**config.mk**
```make
export PLATFORM = sky130hd
export DESIGN_NAME = load_store_unit
export DESIGN_NICKNAME = d
export VERILOG_FILES = /design/src/hdl/lsu_pkg.sv /design/src/hdl/mem_pkg.sv /design/src/hdl/load_store_unit.sv
export SDC_FILE = /design/constraint.sdc
export NUM_CORES = 1
export LEC_CHECK = 0
export ABC_AREA = 1
export BUFFER_PORTS_ARGS = -buffer_cell sky130_fd_sc_hd__buf_2
export CAP_MARGIN = 20
export CORE_MARGIN = 4
export CORE_UTILIZATION = 48
export CTS_BUF_LIST = sky130_fd_sc_hd__clkbuf_4 sky130_fd_sc_hd__clkbuf_8 sky130_fd_sc_hd__clkbuf_16
export DETAILED_ROUTE_END_ITERATION = 10
export PLACE_DENSITY = 0.8
export REMOVE_ABC_BUFFERS = 1
export SYNTH_ARGS = -nofsm -noshare
export SYNTH_HDL_FRONTEND = slang
export SYNTH_SLANG_ARGS = --single-unit
```
**constraint.sdc**
```tcl
create_clock -name clk -period 2.2 [get_ports clk]
set_input_delay 0.11 -clock clk [delete_from_list [all_inputs] [get_ports clk]]
set_output_delay 0.11 -clock clk [all_outputs]
set_load 0.02 [all_outputs]
```
**src/hdl/lsu_pkg.sv**
```systemverilog
package lsu_pkg;

    // loads keep their RV32I funct3 code and stores take the free codes.
    typedef enum logic [2:0] {
        op_lb  = 3'd0,
        op_lh  = 3'd1,
        op_lw  = 3'd2,
        op_sb  = 3'd3,
        op_lbu = 3'd4,
        op_lhu = 3'd5,
        op_sh  = 3'd6,
        op_sw  = 3'd7
    } mem_op_t;

    typedef enum logic [1:0] {
        lsu_idle,
        lsu_req,  // valid is up and the memory has not yet accepted.
        lsu_wait  // accepted, waiting for the ready pulse.
    } lsu_state_t;

endpackage

```
**src/hdl/mem_pkg.sv**
```systemverilog
package mem_pkg;

    localparam int word_width = 32;
    localparam int be_width   = word_width / 8; // one enable per byte lane.

    // fetch_hold keeps a word that came back while the consumer was stalled.
    typedef enum logic [1:0] {
        fetch_idle,
        fetch_run,
        fetch_hold
    } fetch_state_t;

endpackage

```
**src/hdl/load_store_unit.sv**
```systemverilog
`timescale 1ns/1ps

module load_store_unit #(
    parameter int ADDR_WIDTH = 12
) (
    input  logic                           clk,
    input  logic                           rst_i,
    input  logic                           lsu_req_i,
    input  lsu_pkg::mem_op_t               lsu_op_i,
    input  logic [ADDR_WIDTH-1:0]          lsu_addr_i,
    input  logic [mem_pkg::word_width-1:0] lsu_wdata_i,
    output logic                           lsu_done_o,
    output logic [mem_pkg::word_width-1:0] lsu_rdata_o,
    output logic                           lsu_err_o,
    output logic                           mem_valid_o,
    input  logic                           mem_ready_i,
    output logic [ADDR_WIDTH-1:0]          mem_addr_o,
    output logic [mem_pkg::word_width-1:0] mem_wdata_o,
    output logic [mem_pkg::be_width-1:0]   mem_we_o,
    input  logic [mem_pkg::word_width-1:0] mem_rdata_i
);

    import mem_pkg::*;
    import lsu_pkg::*;

    lsu_state_t            state;
    mem_op_t               op_q;
    logic [ADDR_WIDTH-1:0] addr_q;
    logic [word_width-1:0] wdata_q;
    logic [1:0]            off;
    logic                  misaligned;
    logic [be_width-1:0]   be;
    logic [7:0]            rd_byte;
    logic [15:0]           rd_half;
    logic [word_width-1:0] load_val;
    logic                  start;

    assign start = (state == lsu_idle) && lsu_req_i;

    // the check looks at the incoming request so an error answers one cycle later.
    always_comb begin
        case (lsu_op_i)
            op_lh, op_lhu, op_sh: misaligned = lsu_addr_i[0];
            op_lw, op_sw:         misaligned = lsu_addr_i[1:0] != 2'b00;
            default:              misaligned = 1'b0;
        endcase
    end

    assign off = addr_q[1:0];

    always_comb begin
        be          = '0;
        mem_wdata_o = wdata_q;
        case (op_q)
            op_sb: begin
                be          = 4'b0001 << off;
                mem_wdata_o = {4{wdata_q[7:0]}};
            end
            op_sh: begin
                be          = 4'b0011 << {off[1], 1'b0};
                mem_wdata_o = {2{wdata_q[15:0]}};
            end
            op_sw: be = 4'b1111;
            default: be = '0; // loads never write.
        endcase
    end

    assign mem_valid_o = (state != lsu_idle);
    assign mem_addr_o  = addr_q;
    assign mem_we_o    = (state != lsu_idle) ? be : '0;

    assign rd_byte = mem_rdata_i[8*off +: 8];
    assign rd_half = off[1] ? mem_rdata_i[31:16] : mem_rdata_i[15:0];

    always_comb begin
        case (op_q)
            op_lb:   load_val = {{(word_width-8){rd_byte[7]}}, rd_byte};
            op_lbu:  load_val = {{(word_width-8){1'b0}}, rd_byte};
            op_lh:   load_val = {{(word_width-16){rd_half[15]}}, rd_half};
            op_lhu:  load_val = {{(word_width-16){1'b0}}, rd_half};
            op_lw:   load_val = mem_rdata_i;
            default: load_val = '0;
        endcase
    end

    always_ff @(posedge clk) begin
        if (rst_i) begin
            state      <= lsu_idle;
            lsu_done_o <= 1'b0;
            lsu_err_o  <= 1'b0;
        end else begin
            lsu_done_o <= 1'b0;
            lsu_err_o  <= 1'b0;
            case (state)
                lsu_idle: begin
                    if (lsu_req_i && misaligned) begin
                        lsu_done_o <= 1'b1;
                        lsu_err_o  <= 1'b1;
                    end else if (lsu_req_i) begin
                        state <= lsu_req;
                    end
                end
                lsu_req:  if (!mem_ready_i) state <= lsu_wait; // memory takes it here.
                lsu_wait: begin
                    if (mem_ready_i) begin
                        state      <= lsu_idle;
                        lsu_done_o <= 1'b1;
                    end
                end
                default:  state <= lsu_idle;
            endcase
        end
    end

    always_ff @(posedge clk) begin
        if (start) begin
            op_q    <= lsu_op_i;
            addr_q  <= lsu_addr_i;
            wdata_q <= lsu_wdata_i;
        end
        if (start && misaligned) lsu_rdata_o <= '0;
        else if (state == lsu_wait && mem_ready_i) lsu_rdata_o <= load_val;
    end

endmodule

```
Word level (Yosys, flattened, before mapping)
Cells that the tools add are included.
Word-level totals
  bits in registers: 83
  bits of input ports: 83
  output and inout port bits: 83
  word-level logic and storage cells: 55
Operators by class
  equal/unequal tests: 18
  shift-type cells: 3
  mux-type cells: 14
  bitwise operators: 1
  reductions and logical operators: 12
Operators with widths (number)
  32-bit one-hot mux with 5 select lines: 1
  32-bit one-hot mux with 2 select lines: 1
  32-bit by 6-bit variable part select with 8-bit output: 1
  3-bit == test (second input constant): 7
  16-bit 2-to-1 mux: 1
  4-bit one-hot mux with 3 select lines: 1
  3-bit by 2-bit == test with 1-bit output (second input constant): 3
  2-bit 2-to-1 mux: 4
  2-bit inequality test (second input constant): 4
  3-bit by 1-bit == test with 1-bit output (second input constant): 2
  2-bit one-hot mux with 3 select lines: 1
  1-bit logical AND: 4
  4-bit 2-to-1 mux: 1
  1-bit one-hot mux with 2 select lines: 2
  4-bit AND reduction: 1
  2-bit nonzero test: 2
  2-bit OR reduction: 2
  1-bit by 2-bit << shifter with 4-bit output (first input constant): 1
  2-bit by 2-bit << shifter with 4-bit output (first input constant): 1
  3-bit logical NOT: 1
  3-bit OR reduction: 1
  2-bit by 1-bit == test with 1-bit output (second input constant): 1
  2-bit == test (second input constant): 1
  2-bit logical NOT: 1
  other kinds (2): 3

Logic depth before layout (Yosys ltp)
Gate-level depths: netlist of the first run.
  word-level depth: 6
  depth in mapped cells: 10

Least setup slack after synthesis of the first run
OpenSTA, ideal clock, no wires.
  path type: register to register
  from: register state[1]
  to: register addr_q[0] (netlist: mem_addr_o[0]), enable pin
  arrival time: 1.524 ns
  required time: 1.799 ns
  slack: 0.275 ns
  cell stages (with the launch flop): 4
  path buffers: 0
  cells stage by stage: dfxtp_1 nor2_4 nand2_1 inv_1
On the way
  longest elaborated chain between the ends: 2
Ends and longest elaborated chain
  start: declaration: RTL line load_store_unit.sv:26  | lsu_state_t state;
  start signal: assignment: RTL line load_store_unit.sv:88  | state <= lsu_idle;
  start signal: assignment: RTL line load_store_unit.sv:100  | state <= lsu_req;
  start signal: assignment: RTL line load_store_unit.sv:103  | lsu_req: if (!mem_ready_i) state <= lsu_wait;
  2-bit logical NOT: RTL line load_store_unit.sv:38  | assign start = (state == lsu_idle) && lsu_req_i;
  1-bit logical AND: RTL line load_store_unit.sv:38
  net start: RTL line load_store_unit.sv:36  | logic start;
  end signal: assignment: RTL line load_store_unit.sv:118  | addr_q <= lsu_addr_i;
  end: declaration: RTL line load_store_unit.sv:28  | logic [ADDR_WIDTH-1:0] addr_q;
The timed path passes the listed nets, and every way through them passes these cells.
A chain may end at the register's enable or synchronous reset.

Worst setup path after layout of the first run
  from: register op_q[0]
  to: output mem_wdata_o[22] in the netlist's numbering
On the way
  longest elaborated chain between the ends: 2
  elaborated cells on any way between the ends: 3
  classes of those cells: 2 x eq/ne; 1 x mux
Ends and longest elaborated chain
  start: declaration: RTL line load_store_unit.sv:27  | mem_op_t op_q;
  start signal: assignment: RTL line load_store_unit.sv:117  | op_q <= lsu_op_i;
  3-bit == test / 3-bit by 2-bit == test with 1-bit output (equally long branches): RTL line load_store_unit.sv:54  | case (op_q)
  32-bit one-hot mux with 2 select lines (*): RTL line load_store_unit.sv:54
  end: declaration: RTL line load_store_unit.sv:18  | output logic [mem_pkg::word_width-1:0] mem_wdata_o,
Mark *: on every way between the ends. The rest lies on a longest branch, timed or not.

==> impl_metrics.toml, run 1 <==
[timing]
post-route-min-period_ns = 2.09
setup_viol = 0
min_period_over_period_pct = 95.2
tns_ns = 0
max_freq_mhz = 478
skew_ns = 0.00905
hold_viol_final = 0
hold_ws_ns = 0.0702
maxSlewViolCount = 0
maxSlewHeadroom_pct = 29.1
fin_ws_ns = 0.106
rsz0062_at_grt = "true"
tightest_slew_ns = 1.06

[yosys]
synth_edf_count = 47
synth_top_flop_cell = "edfxtp_1"
synth.avg_cell_area_um2 = 8.34
yosysWarnings = 0
ys_seq_area_share_pct = 53.4
yosys.area.top_type = "edfxtp_1"
synth.area.top_cells = "edfxtp_1, dfxtp_1, nand2_1, nand3_1, o21ai_0"
synthDominantCellAreaShare_pct = 35.3
synthDistinctLibCells = 29
synthArstFlopShare_pct = 0
syn_inst = 479
ys_ff_latch = 83
syn_area_um2 = 3990

[route]
wirelength_um = 12400
num_vias = 4178
drt_iter0_markers = 214
drtPass1Iterations = 5
ant_nets = 0
wire_per_inst_um = 15.7
vias_per_cell = 5.27
drc = 0

[placed_design]
dp.cells = 729
pre_cts_slack_ns = 0.469
io_buffers = 165
dp_hpwl_um = 7770
place_area_um2 = 4850
gp_routability_congestion = 0.836

[power_and_ir_drop]
p_switching_mw = 1.33
total_power_mw = 3.94
power_density_nw_per_um2 = 715
p_clk_share_pct = 26.1
vdd_ir_drop_max_mv = 0.442
p_leak_nw = 2.77
pwr-share-seq_pct = 47.5
p_sw_share_pct = 33.7
p_int_mw = 2.61
p_comb_share_pct = 26.3

[worst_hold_path]
worstHoldPathCells = 5
hold_class = "in -> reg"

[cts]
clkTransAtPathRegs_ns = 0.08
cts_max_level = 3
clockBufferDepth = 2
clockRootBuffer = "clkbuf_8"
cts_tree = "yes"
clock_sinks = 83
cts_buffers = 9
clk_latency_ns = 0.34

[layout]
multi_input_area_um2 = 1500
fin_cells = 793
syn2layout_area_growth_pct = 38.0
n_antenna_cell = 0
fin_area_um2 = 5510
drive_gt1_share_pct = 32.1
n_fill_cell = 639
seq_area_um2 = 2130
final_nets = 766
final_util_pct = 67.8

[flow_run]
cap_violations = 0

[grt]
grt_pass1_vias = 4008
grt_pass1_wl_um = 19700
grt_max_degree = 48
grt_use_total_pct = 24.8
antenna_found_initial = 0
grt.overflow.total = 0

[worst_setup_path]
crit_arrival_ns = 1.98
cp.required_ns = 2.09
startpoint_type = "flip-flop"
slowest_delay_ns = 0.50
reg2regPathDepth = 10
path_max_fanout = 19
worstPathCellList = "inv_1 > nand3_1 > nand2_2 > mux2_2 > buf_2"
cpMaxStageDelayCell = "edfxtp_1"
critPathKind = "reg -> out"
crit_path_end_kind = "output port"

[die]
core_um2 = 8130
die_w_um = 99.2
rows = 33
die_area_um2 = 9840
num_io_pins = 166
die_height_um = 99.2
start_util_pct = 49.1

[run_status]
status = "completed"
==> worst paths after layout <==
kind	startpoint	endpoint	slack, ns
max reg2reg	op_q[0]$_DFFE_PP_	lsu_rdata_o[12]$_SDFFE_PP0P_	0.54
min	mem_rdata_i[3]	lsu_rdata_o[3]$_SDFFE_PP0P_	0.07
max	op_q[0]$_DFFE_PP_	mem_wdata_o[22]	0.11
min reg2reg	lsu_rdata_o[19]$_SDFFE_PP0P_	lsu_rdata_o[19]$_SDFFE_PP0P_	0.47
==> power groups by stage <==
stage | logic, mW | registers, mW | clock network [mW]
6_report | 1.04 | 1.87 | 1.03
5_1_grt | 1.13 | 1.89 | 1.11
4_1_cts | 1.02 | 1.86 | 1.05
3_5_place_dp | 0.954 | 1.90 | 0
3_3_place_gp | 0.933 | 1.89 | 0
2_1_floorplan | 0.471 | 2.00 | 0
==> critical path, delay by kind of cell (launching register included) <==
kind | cells | cell delay [ns]
buffers and inverters | 2 | 0.31
DFF | 1 | 0.50
and+or+nand+nor | 2 | 0.43
muxes | 1 | 0.40
==> routing by layer <==
metal | wire length (µm) | global-route usage (%) | up-vias
met5 | 0 | 0 | -
met4 | 183 | 7.14 | 0
met3 | 1430 | 6.87 | 25
met2 | 5980 | 41.3 | 274
met1 | 4830 | 31.6 | 1904
li1 | - | - | 1975
==> final cells by class <==
cell class | count | area share [%]
clock inverter | 6 | 0.885
tap | 105 | 2.38
clock buffer | 10 | 2.38
inverter | 47 | 3.27
timing repair buffer | 223 | 25.3
sequential | 83 | 38.7
multi-input combinational | 319 | 27.1
==> layout by cell type (no fill, tap or decap), drive strengths merged, types with 4 or more instances in the layout <==
cell	Yosys	routed
o21ai	37	37
dlygate4sd3	0	48
a31oi	4	4
clkinvlp	0	4
a21oi	24	24
nand2	145	145
inv	45	46
clkbuf	6	10
nand3	61	61
nor2	29	29
mux2	5	5
buf	24	175
dfxtp	36	36
or2	7	7
edfxtp	47	47
==> Yosys cell counts (2+ instances only) <==
library cell,n
a21oi_1,14
a21oi_2,10
a31oi_1,4
buf_2,10
buf_4,11
clkbuf_1,6
clkinv_1,2
dfxtp_1,36
edfxtp_1,47
inv_1,44
mux2_2,5
nand2_1,143
nand3_1,61
nor2_1,26
nor2_2,2
o21ai_0,37
o22ai_1,3
or2_2,7
==> cell families (layout without fill, tap and decap cells) <==
logic type             Yosys count  count (layout)  synth area share (%)
AOI/OAI and AO/OA               69              69                  9.87
muxes                            5               5                  1.41
and+or+nand+nor                245             245                  26.2
buffers and inverters           77             286                  9.18
DFF                             83              83                  53.4
==> registers in the layout (all words and copies together), names as in the netlist <==
name / cells
lsu_done_o: 1
lsu_rdata_o: 32
lsu_err_o: 1
state: 2
mem_addr_o: 12
op_q: 3
wdata_q: 32
==> what timing repair did <==
action | in CTS | in global routing
setup buffers | 0 | 0
hold buffers | 48 | 0
hold endpoints to repair | 51 | 0
resized for setup | 0 | 1
setup endpoints to repair | 0 | 5
Note: power is estimated with default switching activity, not from simulation.
==> run 2: changes to the inputs <==
--- a/config.mk
+++ b/config.mk
@@ -5,7 +5,6 @@
 export SDC_FILE = /design/constraint.sdc
 export NUM_CORES = 1
 export LEC_CHECK = 0
-export ABC_AREA = 1
 export BUFFER_PORTS_ARGS = -buffer_cell sky130_fd_sc_hd__buf_2
 export CAP_MARGIN = 20
 export CORE_MARGIN = 4
==> impl_metrics.toml, run 2 <==
[timing]
maxSlewViolCount = 0
post-route-min-period_ns = 2.06
setup_viol = 0
tightest_slew_ns = 0.804
maxSlewHeadroom_pct = 46.3
max_freq_mhz = 484
hold_viol_final = 0
skew_ns = 0.0107
min_period_over_period_pct = 93.8
rsz0062_at_grt = "false"

[run_status]
status = "completed"

[grt]
grt_pass1_wl_um = 20300
grt_busiest_layer = "met2"
use_met1_pct = 32.5
grtUsageMet3_pct = 8.99
grt_use_total_pct = 26.1
grt.met2_usage_pct = 42.4
antenna_found_initial = 0
grt_max_degree = 48
grt_pass1_vias = 3938
grt.overflow.total = 0

[worst_setup_path]
reg2regPathDepth = 4
crit_end = "mem_we_o[2]"
crit_arrival_ns = 1.95
startpoint = "op_q[0]$_DFFE_PP_"
ff2ff_setup_slack_ns = 0.25
rr_startpoint = "mem_addr_o[1]$_DFFE_PP_"
startpoint_type = "flip-flop"
rr_endpoint = "lsu_rdata_o[30]$_SDFFE_PP0P_"
path_max_fanout = 10
critPathKind = "reg -> out"
crit_path_end_kind = "output port"
cp.required_ns = 2.09

[power_and_ir_drop]
total_power_mw = 4.10
vdd_ir_drop_max_mv = 0.476
power_density_nw_per_um2 = 719
p_leak_nw = 2.40

[yosys]
syn_area_um2 = 3940
syn_inst = 343
synth.avg_cell_area_um2 = 11.5
synthDominantCellAreaShare_pct = 35.8
synth.most_common_cell = "nand2_1"
synth_common_cells = "nand2_1, edfxtp_1, mux2_2"
synth_edf_count = 47
synth_top_flop_cell = "edfxtp_1"
yosysWarnings = 0
synth.area.top_cells = "edfxtp_1, dfxtp_1, mux2_2, nand2_1, o22ai_1"
synthArstFlopShare_pct = 0
synthDistinctLibCells = 45
yosys.area.top_type = "edfxtp_1"
ys_ff_latch = 83
ys_seq_area_share_pct = 54.1

[layout]
n_fill_cell = 553
final_util_pct = 72.7
final_cell_mix = "buf_2, nand2_1, dlygate4sd3_1"
n_antenna_cell = 0
final_common_cell = "buf_2"
seq_area_um2 = 2130
fin_area_um2 = 5710
drive_gt1_share_pct = 44.9
multi_input_area_um2 = 1630
syn2layout_area_growth_pct = 44.7
final_nets = 646

[cts]
cts_tree = "yes"
clockBufferDepth = 2
cts_buffers = 9
cts_max_level = 3
clk_latency_ns = 0.35
clock_sinks = 83
clockRootBuffer = "clkbuf_8"
clkTransAtPathRegs_ns = 0.09

[route]
drt_iter0_markers = 206
drc = 0
wirelength_um = 13000
ant_nets = 0
drtPass1Iterations = 4
num_vias = 3805
vias_per_cell = 5.68
wire_per_inst_um = 19.3

[die]
die_area_um2 = 9730
core_um2 = 7850
num_io_pins = 166
die_w_um = 98.6
rows = 32
start_util_pct = 50.3
die_height_um = 98.6

[placed_design]
io_buffers = 165
dp_hpwl_um = 8110
place_area_um2 = 4840
gp_routability_congestion = 0.813

[worst_hold_path]
hold_class = "in -> reg"

[flow_run]
cap_violations = 0
==> run 2: worst min-delay path by stage <==
stage | cells after the start | end | from | slack [ns]
after CTS | 3 | lsu_rdata_o[20]$_SDFFE_PP0P_ | mem_rdata_i[20] | 0.00004
final | 3 | lsu_rdata_o[0]$_SDFFE_PP0P_ | mem_rdata_i[0] | 0.02
after floorplan | 1 | state[0]$_SDFFE_PP0P_ | rst_i | 0.18
after detailed placement | 1 | mem_addr_o[8]$_DFFE_PP_ | lsu_addr_i[8] | 0.29
after global routing | 3 | lsu_rdata_o[0]$_SDFFE_PP0P_ | mem_rdata_i[0] | 0.03
after global placement | 1 | wdata_q[7]$_DFFE_PP_ | lsu_wdata_i[7] | 0.29
==> run 2: routing by layer <==
metal | share of wire, % | vias up | wire length, µm
met5 | 0 | - | 0
met4 | 1.9 | 0 | 252
met3 | 12 | 21 | 1500
met2 | 47 | 260 | 6160
met1 | 39 | 1790 | 5050
li1 | - | 1734 | -
==> run 2: stage by stage <==
stage | setup TNS (ns) | hold slack (ns) | setup WS, ns | std cells
floorplan | -2.46 | 0.183 | -0.0524 | 312
global placement | 0 | 0.286 | 0.294 | 593
detailed placement | 0 | 0.288 | 0.154 | 593
CTS | 0 | 0.0000422 | 0.00191 | 664
global route | 0 | 0.0253 | 0.0745 | 670
finish | 0 | 0.0152 | 0.136 | 670
==> run 2: power breakdown <==
group / leakage (nW) / internal [mW] / switching (mW)
Clock: 0.131 / 0.886 / 0.561
Sequential: 0.744 / 1.75 / 0.0734
Combinational: 1.53 / 0.372 / 0.461
Total: 2.40 / 3.01 / 1.10
==> run 2: final cells by class <==
class	instances	area share [%]
clock buffer	10	2.30
clock inverter	6	2.39
inverter	4	0.263
multi-input combinational	225	28.5
sequential	83	37.4
tap	102	2.24
timing repair buffer	240	27.0
==> run 2: logic make-up (layout without fill, tap and decap cells) <==
family                    Yosys count  after routing  synth area share (%)
AOI/OAI and AO/OA                  96             96                  17.9
xor gates and xnor gates            2              2                 0.444
and+or+nand+nor                    88             88                  11.2
muxes                              39             39                  11.4
DFF                                83             83                  54.1
buffers and inverters              35            260                  5.01
==> run 2: timing repair <==
item                                    4_1_cts  5_1_grt
pin swaps                                     0        0
endpoints found under the setup margin        1        9
setup buffers                                 0        6
resized for setup                             1        0
endpoints found under the hold margin        57        0
hold buffers                                 55        0
==> run 2: critical path: stages (launching register included) <==
cell and delay [ns]:
edfxtp_1 0.52, buf_4 0.23, inv_2 0.10, or3_1 0.35, a21oi_1 0.19, buf_2 0.21
