File: src/hdl/mem_pkg.sv
package mem_pkg;

    localparam int word_width = 32;
    localparam int be_width   = word_width / 8; // one enable per byte lane.

    // fetch_hold keeps a word that came back while the consumer was stalled.
    typedef enum logic [1:0] {
        fetch_idle,
        fetch_run,
        fetch_hold
    } fetch_state_t;

endpackage

File: src/hdl/fetch_unit.sv
`timescale 1ns/1ps

module fetch_unit #(
    parameter int ADDR_WIDTH = 12
) (
    input  logic                           clk,
    input  logic                           rst_i,
    input  logic                           fetch_start_i,
    input  logic [ADDR_WIDTH-1:0]          fetch_pc_i,
    input  logic                           fetch_stall_i,
    output logic                           mem_valid_o,
    input  logic                           mem_ready_i,
    output logic [ADDR_WIDTH-1:0]          mem_addr_o,
    input  logic [mem_pkg::word_width-1:0] mem_rdata_i,
    output logic                           instr_valid_o,
    output logic [mem_pkg::word_width-1:0] instr_o,
    output logic [ADDR_WIDTH-1:0]          instr_pc_o
);

    import mem_pkg::*;

    fetch_state_t          state;
    logic [ADDR_WIDTH-1:0] pc;     // next address to request.
    logic [ADDR_WIDTH-1:0] req_pc; // address of the request in flight.
    logic [ADDR_WIDTH-1:0] hold_pc;
    logic [word_width-1:0] hold_instr;
    logic                  inflight;
    logic                  accept;
    logic                  take;

    // no request goes out in the start cycle, so nothing stale can follow a restart.
    assign mem_valid_o = (state != fetch_idle) && !fetch_stall_i && !fetch_start_i;
    assign mem_addr_o  = pc;
    assign accept      = mem_valid_o && !mem_ready_i;
    assign take        = (state == fetch_run) && inflight && mem_ready_i;

    assign instr_valid_o = !fetch_stall_i && !fetch_start_i && (take || state == fetch_hold);
    assign instr_o       = (state == fetch_hold) ? hold_instr : mem_rdata_i;
    assign instr_pc_o    = (state == fetch_hold) ? hold_pc : req_pc;

    always_ff @(posedge clk) begin
        if (rst_i) begin
            state    <= fetch_idle;
            inflight <= 1'b0;
        end else if (fetch_start_i) begin
            state    <= fetch_run;
            inflight <= 1'b0; // drops any response still on its way.
        end else begin
            if (accept) inflight <= 1'b1;
            else if (mem_ready_i) inflight <= 1'b0;
            case (state)
                fetch_run:  if (take && fetch_stall_i) state <= fetch_hold;
                fetch_hold: if (!fetch_stall_i) state <= fetch_run;
                default:    state <= fetch_idle;
            endcase
        end
    end

    always_ff @(posedge clk) begin
        if (fetch_start_i) begin
            pc <= {fetch_pc_i[ADDR_WIDTH-1:2], 2'b00};
        end else if (accept) begin
            req_pc <= pc;
            pc     <= pc + ADDR_WIDTH'(4);
        end
        if (take && fetch_stall_i) begin
            hold_instr <= mem_rdata_i;
            hold_pc    <= req_pc;
        end
    end

endmodule

File: config.mk
export PLATFORM = sky130hd
export DESIGN_NAME = fetch_unit
export DESIGN_NICKNAME = d
export VERILOG_FILES = /design/src/hdl/mem_pkg.sv /design/src/hdl/fetch_unit.sv
export SDC_FILE = /design/constraint.sdc
export NUM_CORES = 1
export LEC_CHECK = 0
export BUFFER_PORTS_ARGS = -buffer_cell sky130_fd_sc_hd__buf_2
export CORE_MARGIN = 8
export CORE_UTILIZATION = 49
export DETAILED_ROUTE_END_ITERATION = 10
export PLACE_DENSITY = 0.8
export SLEW_MARGIN = 20
export SYNTH_ARGS = -nofsm -noshare
export SYNTH_HDL_FRONTEND = slang
export SYNTH_SLANG_ARGS = --single-unit
File: constraint.sdc
create_clock -name clk -period 2.72 [get_ports clk]
set_input_delay 0.408 -clock clk [delete_from_list [all_inputs] [get_ports clk]]
set_output_delay 0.408 -clock clk [all_outputs]
set_load 0.01 [all_outputs]
* After elaboration in Yosys (flattened, before gate mapping)
Cells that the tools add are included.
** Cells by class
- Reductions and logical operators :: 19
- Bitwise gates (word level) :: 1
- $add $sub $neg :: 1
- Eq/ne operators :: 6
- Multiplexer cells :: 10
** Operator list (count)
- 12-bit two-way mux :: 3
- 32-bit two-way mux :: 1
- 12-bit by 3-bit adder with 12-bit output (second input constant) :: 1
- 1-bit logical AND :: 8
- 2-bit AND reduction :: 3
- 2-bit nonzero test :: 3
- 2-bit two-way mux :: 2
- 2-bit case mux with 2 select lines :: 1
- 1-bit zero test :: 3
- 1-bit two-way mux :: 3
- 3-bit by 2-bit inequality test with 1-bit output (second input constant) :: 1
- 3-bit inequality test (second input constant) :: 1
- 2-bit by 1-bit == test with 1-bit output (second input constant) :: 1
- 2-bit == test (second input constant) :: 1
- 2-bit by 1-bit inequality test with 1-bit output (second input constant) :: 1
- 2-bit inequality test (second input constant) :: 1
- 2-bit OR reduction :: 1
- 1-bit logical OR :: 1
- 1-bit NOT :: 1
** Word-level totals
- Output and inout port bits :: 58
- Input port bits :: 49
- Register bits after elaboration :: 71
- Word-level logic and storage cells :: 45

* Longest topological paths before layout
Gate-level depths: netlist (run 1).
- Word-level depth :: 7
- Gate-level depth with buffers :: 5
- Gate-level depth less buffers :: 4

* Least setup slack after synthesis (run 1)
No wires, ideal clock.
- Kind :: input-to-reg
- Start :: input mem_ready_i
- End :: register hold_instr[0] (enable)
- Slack :: 694 ps
- Stages :: 2
- Arrival time :: 1623 ps
- Library setup time :: 403 ps
- Required time :: 2317 ps
- Buffers on the path :: 0
- Path through :: and4b_1 and2_1
** On the way
- Longest elaborated chain between the ends :: 2
** Ends and longest elaborated chain
- start: declaration :: line fetch_unit.sv:12 : input logic mem_ready_i,
- 1-bit logical AND :: line fetch_unit.sv:35 : assign take = (state == fetch_run) && inflight && mem_ready_i;
- 1-bit logical AND :: line fetch_unit.sv:66 : if (take && fetch_stall_i) begin
- end signal: assignment :: line fetch_unit.sv:67 : hold_instr <= mem_rdata_i;
- end: declaration :: line fetch_unit.sv:26 : logic [word_width-1:0] hold_instr;
No other way between the ends.
A chain may end at the register's enable or synchronous reset.

* Final worst setup path (run 1)
- Start :: register state[1]
- End :: output instr_pc_o[2]
** On the way
- Longest elaborated chain between the ends :: 2
** Ends and longest elaborated chain
- start: declaration :: line fetch_unit.sv:22 : fetch_state_t state;
- start signal: assignment :: line fetch_unit.sv:43 : state <= fetch_idle;
- start signal: assignment :: line fetch_unit.sv:46 : state <= fetch_run;
- start signal: assignment :: line fetch_unit.sv:52 : fetch_run: if (take && fetch_stall_i) state <= fetch_hold;
- 2-bit == test :: line fetch_unit.sv:39 : assign instr_pc_o = (state == fetch_hold) ? hold_pc : req_pc;
- 12-bit two-way mux :: line fetch_unit.sv:39
- end: declaration :: line fetch_unit.sv:17 : output logic [ADDR_WIDTH-1:0] instr_pc_o
No other way between the ends.

==> results of run 1 <==
==> worst max-delay path: cells and delay by family, from the launching register on <==
kind	cells	cell delay, ns
buffers and inverters	2	0.59
multiplexers	1	0.40
flip-flops	1	0.38
AND/OR/NAND/NOR	1	0.18
==> final timing paths <==
kind / startpoint / to / depth (start not counted)
worst max-delay path: state[1] / instr_pc_o[2] / 4
worst min-delay path: rst_i / state[0] / 2
worst max register to register: state[0] / hold_pc[4] / 3
worst min register to register: req_pc[3] / hold_pc[3] / 0
==> per-stage QoR <==
| step | util, % | cells | power (mW) |
|---|---|---|---|
| finish | 64.2 | 362 | 1.99 |
| global route | 64.2 | 362 | 2.08 |
| CTS | 64.2 | 362 | 2.01 |
| detailed placement | 61.2 | 346 | 1.34 |
| global placement | 61.2 | 346 | 1.33 |
| floorplan | - | 181 | 1.25 |
==> flip-flops by register name, indices dropped and copies added (netlist names) <==
signal      flops
req_pc         10
state           2
inflight        1
hold_pc        10
hold_instr     32
mem_addr_o     10
==> cell usage in the layout, fill, tap and decap left out <==
cell type	count
nand4_2	1
and4b_1	1
a2111oi_0	1
nor2_1	4
a41oi_1	1
dfxtp_1	3
clkbuf_8	9
clkbuf_1	1
ha_1	1
nand2_1	10
xor2_1	2
or4_1	5
inv_1	5
and2_2	1
a31oi_1	1
nor3_1	1
mux2_2	43
a221oi_1	1
nand3_1	8
buf_2	100
edfxtp_1	62
nor2b_4	1
o31ai_1	1
nand4_1	1
buf_4	4
o21ai_0	5
xnor2_1	1
o211ai_1	5
clkinvlp_4	2
conb_1	4
nor4_1	1
clkinv_2	4
==> power groups by stage <==
stage	registers [mW]	clock network, mW	logic [mW]
final	1.14	0.669	0.178
after CTS	1.14	0.688	0.181
after floorplan	1.16	0	0.0835
after detailed placement	1.16	0	0.180
after global placement	1.16	0	0.173
after global routing	1.14	0.735	0.197
==> routing by layer <==
layer	part of all wire (%)	track usage (%)
met4	0.68	6.04
met1	45	17.4
met2	46	21.2
met5	0	0
met3	9.2	5.05
==> synthesized netlist by cell type <==
master	number	area share [%]
buf_4	4	1.1
nor2_1	4	0.53
nand2_1	10	1.3
edfxtp_1	62	66
a41oi_1	1	0.31
xnor2_1	1	0.31
a2111oi_0	1	0.31
nand4_1	1	0.22
clkbuf_1	2	0.27
o21ai_0	5	0.89
and4b_1	1	0.36
xor2_1	2	0.62
a31oi_1	1	0.22
buf_2	5	0.89
a221oi_1	1	0.31
or4_1	5	1.3
nor2b_1	1	0.22
inv_1	5	0.67
dfxtp_1	3	2.1
nor3_1	1	0.18
nand3_1	8	1.4
nand4_2	1	0.44
o31ai_1	1	0.27
mux2_2	43	17
nor4_1	1	0.22
and2_1	1	0.22
conb_1	1	0.13
o211ai_1	5	1.3
ha_1	1	0.44
==> area by class of cell <==
class	count	share of cell area, %
Sequential cell	65	54.0
Multi-Input combinational cell	100	23.4
Timing Repair Buffer	104	14.9
Clock buffer	10	3.59
Tap cell	72	2.53
Clock inverter	6	0.985
Inverter	5	0.528
==> cells by family after synthesis <==
logic type	count (synthesis)	share of synthesized area, %
AND/OR/NAND/NOR	34	6.49
other	1	0.133
AO/OA/AOI/OAI	15	3.64
flip-flops	65	68.3
XOR/XNOR	3	0.934
multiplexers	43	17.2
buffers and inverters	16	2.89
adder cells (fa/ha/maj)	1	0.444
==> flow_summary.yaml, run 1 <==
floorplanning:
  die_area_um2: 8430
  die-width_um: 91.8
  initial_core_util_pct: 50.8
  die_h_um: 91.8
  num_rows: 27
  core_area_um2: 5540
  ios: 107
grt:
  antenna_found_initial: 0
  grt_usage_pct: 13.9
  grt_remaining_overflow: 0
  grt_pass1_wl_mm: 9.45
  grt_pass1_vias: 1947
  grt_max_degree: 43
clocking:
  cts_buffer_depth: 2
  cts_tree: "yes"
  root_buffer: "clkbuf_8"
  clk_latency_ns: 0.33
  clock-sinks: 65
  cts_hold_buf: 0
  cts_setup_buffers: 0
  clkTransAtPathRegs_ns: 0.07
  numCtsBuffers: 9
  cts-resized-gates: 0
  h-tree-depth: 3
timing:
  worst_slack_ns: 0.413
  fin_worst_skew_ns: 0.00640
  layout_min_cycle_time_ns: 2.31
  worstMarginPinSlew_ns: 0.520
  hold-worst-slack_ns: 0.264
  fin_crit_sh_pct: 84.8
  rsz0062_at_grt: "no"
  maxSlewViolCount: 0
  hold_viol_final: 0
  setup_viol: 0
  clock.fmax_mhz: 433
  setup_tns_ns: 0
  slew_headroom_pct: 65.4
setup_path:
  crit_type: "reg -> out"
  max_stage_delay_ns: 0.44
  cp_slowest_cell: "buf_4"
  cp-end-kind: "primary output"
  cp_data_required_time_ns: 2.31
  r2r_slack_ns: 1.10
  path_cells: "nor2b_4, buf_4, mux2_2, buf_2"
  start_kind: "flop"
  worstPathArrival_ns: 1.90
  critical_path_peak_fanout: 42
pwr:
  sw_frac_of_total_pct: 23.1
  p_seq_share_pct: 57.4
  power.density_nw_per_um2: 559
  switchingPower_mw: 0.460
  cell_internal_pwr_mw: 1.53
  clock_power_share_pct: 33.7
  vdd_drop_max_mv: 0.320
  leakage_nw: 1.38
  power_frac_comb_pct: 8.9
hold_path:
  hp-class: "in -> reg"
synth:
  yosys_warnings: 0
  yosys.cell_types.count: 29
  synth-seq-cells: 65
  syn_avg_cell_area_um2: 15.8
  synth_area_um2: 2820
  syn_inst: 178
  seq_area_frac_synth_pct: 68.3
route:
  ant_nets: 0
  drc: 0
  drt-pass1-iter-count: 4
  wl_per_cell_um: 16.3
  viasPerCell: 5.13
  drt_iter0_drc: 88
  routed_wl_mm: 5.90
  vias: 1857
layout:
  syn2layout_area_growth_pct: 26.3
  fillCellCount: 444
  regArea_um2: 1920
  multi_input_area_um2: 832
  drive_gt1_share_pct: 56.9
  fin_nets: 335
  antenna_cells: 0
  stdcell_area_um2: 3560
place:
  portBuffers: 100
  place_ws_ns: 0.758
  dp_hpwl_mm: 4.34
  placed_area_um2: 3390
  gp_congestion: 0.796
run_status:
  outcome: "complete, no violations"
job:
  cap_violations: 0
(Power assumes the default switching activity.)
==> inputs of run 2 (changes only) <==
==> constraint.sdc (replaced) <==
create_clock -name clk -period 2.34 [get_ports clk]
set_input_delay 0.351 -clock clk [delete_from_list [all_inputs] [get_ports clk]]
set_output_delay 0.351 -clock clk [all_outputs]
set_load 0.01 [all_outputs]
==> flow_summary.yaml, run 2 (synthesized netlist as in run 1, its figures left out) <==
run_status:
  outcome: "complete, no violations"
layout:
  fin_util_pct: 64.8
  final_cell_mix: "100 x buf_2, 62 x edfxtp_1, 43 x mux2_2"
  antenna_cells: 0
  multi_input_area_um2: 832
  layout_commonest_cell: "buf_2"
  fillCellCount: 435
  fin_nets: 335
  regMostFlops: "hold_instr"
  drive_gt1_share_pct: 56.6
  stdcell_area_um2: 3590
  largest_reg_flops: 32
  regArea_um2: 1920
  syn2layout_area_growth_pct: 27.6
pwr:
  power_frac_comb_pct: 8.4
  switchingPower_mw: 0.523
  vdd_drop_max_mv: 0.339
  sw_frac_of_total_pct: 21.7
  power.density_nw_per_um2: 670
  clock_power_share_pct: 36.5
  p_seq_share_pct: 55.1
  leakage_nw: 1.39
  cell_internal_pwr_mw: 1.88
floorplanning:
  die_area_um2: 8430
  initial_core_util_pct: 50.8
  core_area_um2: 5540
  die_h_um: 91.8
  num_rows: 27
  ios: 107
  die-width_um: 91.8
timing:
  setup_viol: 0
  clock.fmax_mhz: 490
  setup_tns_ns: 0
  rsz0062_at_grt: "no"
  slew_headroom_pct: 65.6
  worst_slack_ns: 0.301
  hold_viol_final: 0
  layout_min_cycle_time_ns: 2.04
  fin_crit_sh_pct: 87.1
  worstMarginPinSlew_ns: 0.517
  hold-worst-slack_ns: 0.216
  maxSlewViolCount: 0
  fin_worst_skew_ns: 0.00850
setup_path:
  cp-end-kind: "primary output"
  worstPathArrival_ns: 1.69
  cp_data_required_time_ns: 1.99
  max_stage_delay_ns: 0.38
  cp_slowest_cell: "dfxtp_1"
  startpoint: "state[1]"
  start_kind: "flop"
  path_depth: 4
  rr_worst_depth: 3
  crit_buf_inv: 2
  critical_path_peak_fanout: 42
  rr_startpoint: "state[0]"
  crit_type: "reg -> out"
  crit_family: "buffers and inverters"
  path_cells: "nor2b_4, buf_12, mux2_2, buf_2"
hold_path:
  hp-class: "in -> reg"
  hp-start: "mem_rdata_i[18]"
  hold_path_depth: 1
grt:
  antenna_found_initial: 0
  grt_remaining_overflow: 0
  grt_usage_pct: 13.0
  grt_max_degree: 43
  grt_pass1_vias: 1826
  grt_pass1_wl_mm: 8.83
place:
  portBuffers: 100
  dp_hpwl_mm: 4.14
  placed_area_um2: 3410
  place_ws_ns: 0.648
  gp_congestion: 0.820
route:
  ant_nets: 0
  drt_iter0_drc: 61
  routed_wl_mm: 5.67
  drc: 0
  viasPerCell: 5.04
  vias: 1825
  wl_per_cell_um: 15.6
  drt-pass1-iter-count: 4
clocking:
  cts_hold_buf: 0
  clk_latency_ns: 0.32
  cts_setup_buffers: 0
  cts-resized-gates: 0
  cts_buffer_depth: 2
  cts_tree: "yes"
  root_buffer: "clkbuf_8"
  clkTransAtPathRegs_ns: 0.07
  numCtsBuffers: 9
  clock-sinks: 65
  h-tree-depth: 3
job:
  cap_violations: 0
-- run 2: layout make-up --
| class | count | area share, % |
|---|---|---|
| Inverter | 5 | 0.522 |
| Tap cell | 72 | 2.51 |
| Multi-Input combinational cell | 100 | 23.2 |
| Timing Repair Buffer | 104 | 15.1 |
| Sequential cell | 65 | 53.5 |
| Clock inverter | 6 | 1.64 |
| Clock buffer | 10 | 3.55 |
-- run 2: power by group through the flow --
| stage | clock network [mW] | logic, mW | registers (mW) |
|---|---|---|---|
| finish | 0.878 | 0.203 | 1.33 |
| global route | 0.953 | 0.225 | 1.33 |
| CTS | 0.906 | 0.207 | 1.32 |
| detailed placement | 0 | 0.205 | 1.35 |
| global placement | 0 | 0.201 | 1.35 |
| floorplan | 0 | 0.0971 | 1.35 |
-- run 2: final timing paths --
kind,endpoint,slack (ns)
worst min-delay path,hold_instr[18],0.22
worst max register to register,hold_instr[25],0.72
worst max-delay path,instr_pc_o[2],0.30
worst min register to register,hold_pc[11],0.45
-- run 2: layer usage --
metal  up-vias  share of wire (%)  GRT usage, %
met5         -                  0             0
met2        83                 44          19.0
li1        911                  -             -
met1       826                 45          16.4
met3         5                 10          5.54
met4         0               0.65          6.17
-- run 2: per-stage QoR --
stage               instances  power (mW)
floorplan                 181        1.45
global placement          346        1.55
detailed placement        346        1.56
CTS                       362        2.44
global route              362        2.51
finish                    362        2.41
==> inputs of run 3 (changes only) <==
==> constraint.sdc (replaced) <==
create_clock -name clk -period 2.2 [get_ports clk]
set_input_delay 0.44 -clock clk [delete_from_list [all_inputs] [get_ports clk]]
set_output_delay 0.44 -clock clk [all_outputs]
set_load 0.01 [all_outputs]
==> flow_summary.yaml, run 3 (synthesized netlist as in run 1, its figures left out) <==
grt:
  grt_pass1_vias: 1873
  grt_usage_pct: 13.8
  grt_max_degree: 43
  grt_pass1_wl_mm: 9.16
  antenna_found_initial: 0
  grt_remaining_overflow: 0
pwr:
  vdd_drop_max_mv: 0.481
  power.density_nw_per_um2: 717
  cell_internal_pwr_mw: 2.12
  p_seq_share_pct: 52.9
  switchingPower_mw: 0.551
  leakage_nw: 1.45
  sw_frac_of_total_pct: 20.7
  power_frac_comb_pct: 8.2
  totalPowerFinal_mw: 2.67
  clock_power_share_pct: 38.9
clocking:
  root_buffer: "clkbuf_8"
  clock-sinks: 65
  numCtsBuffers: 9
  cts_tree: "yes"
  cts_buffer_depth: 2
  clkTransAtPathRegs_ns: 0.07
  h-tree-depth: 3
  cts_hold_buf: 0
  clk_latency_ns: 0.33
timing:
  clock.fmax_mhz: 475
  setup_tns_ns: 0
  fin_worst_skew_ns: 0.00882
  rsz0062_at_grt: "no"
  setup_viol: 0
  maxSlewViolCount: 0
  hold_viol_final: 0
  layout_min_cycle_time_ns: 2.10
  fin_crit_sh_pct: 95.6
route:
  drc: 0
  viasPerCell: 5.17
  vias: 1896
  routed_wl_mm: 6.21
  drt_iter0_drc: 76
  wl_per_cell_um: 16.9
  drt-pass1-iter-count: 4
  ant_nets: 0
setup_path:
  crit_type: "reg -> out"
  start_kind: "flop"
  rr_worst_depth: 3
  critical_path_peak_fanout: 10
  cp-end-kind: "primary output"
  worstPathArrival_ns: 1.66
  cp_data_required_time_ns: 1.76
floorplanning:
  core_area_um2: 5540
  die_area_um2: 8430
  ios: 107
  die_h_um: 91.8
  die-width_um: 91.8
  num_rows: 27
  initial_core_util_pct: 50.8
layout:
  regMostFlops: "hold_instr"
  final_cell_mix: "100 x buf_2, 62 x edfxtp_1, 43 x mux2_2"
  largest_reg_flops: 32
  layout_commonest_cell: "buf_2"
  regArea_um2: 1920
  drive_gt1_share_pct: 57.3
  syn2layout_area_growth_pct: 32.1
  fin_nets: 341
  multi_input_area_um2: 832
  fillCellCount: 402
  antenna_cells: 0
hold_path:
  hold_path_depth: 2
  hp-class: "in -> reg"
job:
  cap_violations: 0
place:
  gp_congestion: 0.802
  dp_hpwl_mm: 4.24
  portBuffers: 100
run_status:
  outcome: "complete, no violations"
run 3: cell types whose count changed in the layout (fill, tap and decap cells not counted):
cell and delta:
bufinv_16 +1, clkinvlp_4 -2, buf_6 +2, dfxtp_2 +1, dfxtp_1 -1, clkbuf_16 +2, buf_12 +2, clkbuf_1 +1
clkinv_2 -1
run 3: repair_timing:
item	CTS	global route
buffers inserted	0	1
gates resized for setup	0	1
setup endpoints to repair	0	16
run 3: layer usage:
layer	part of all wire, %	vias up	GRT usage [%]	wire (µm)
met1	43	880	16.1	2690
met5	0	-	0	0
met2	45	91	20.8	2820
met3	9.3	8	6.52	579
li1	-	917	-	-
met4	1.8	0	7.11	110
run 3: power by group through the flow:
stage          sequential (mW)  combinational, mW  clock [mW]
3_5_place_dp              1.44              0.221           0
4_1_cts                   1.41              0.223        1.06
2_1_floorplan             1.44              0.103           0
6_report                  1.41              0.220        1.04
5_1_grt                   1.41              0.242        1.11
3_3_place_gp              1.44              0.215           0
run 3: layout make-up:
| cell class | instances | share of cell area (%) |
|---|---|---|
| flip-flops and latches | 65 | 51.7 |
| multi-input cells | 100 | 22.4 |
| repair buffers | 110 | 17.6 |
| clock buffers | 11 | 3.53 |
| well taps | 72 | 2.42 |
| clock inverters | 4 | 1.85 |
| inverters | 5 | 0.505 |
run 3: through the flow:
stage               hold slack, ns  util [%]  area, µm²  instances  worst slack (ns)
finish                       0.293      67.1       3720        367            0.0969
global route                 0.279      67.1       3720        367            0.0262
CTS                          0.276      65.4       3630        362            0.0376
detailed placement           0.438      61.8       3430        347             0.427
global placement             0.435      61.8       3430        347             0.460
floorplan                    0.422         -       2830        181             0.142
run 3: final timing paths:
path / from / to / slack (ns)
hold reg to reg: req_pc[8] / hold_pc[8] / 0.45
setup / recovery: state[1] / instr_o[28] / 0.1
hold / removal: rst_i / state[1] / 0.29
setup reg to reg: mem_addr_o[5] / mem_addr_o[11] / 0.71
run 3: worst max-delay path, cell delays in order (launching register included):
cell and delay [ns]:
dfxtp_2 0.35, nor2b_4 0.19, buf_12 0.15, buf_6 0.16, mux2_2 0.34, buf_2 0.14
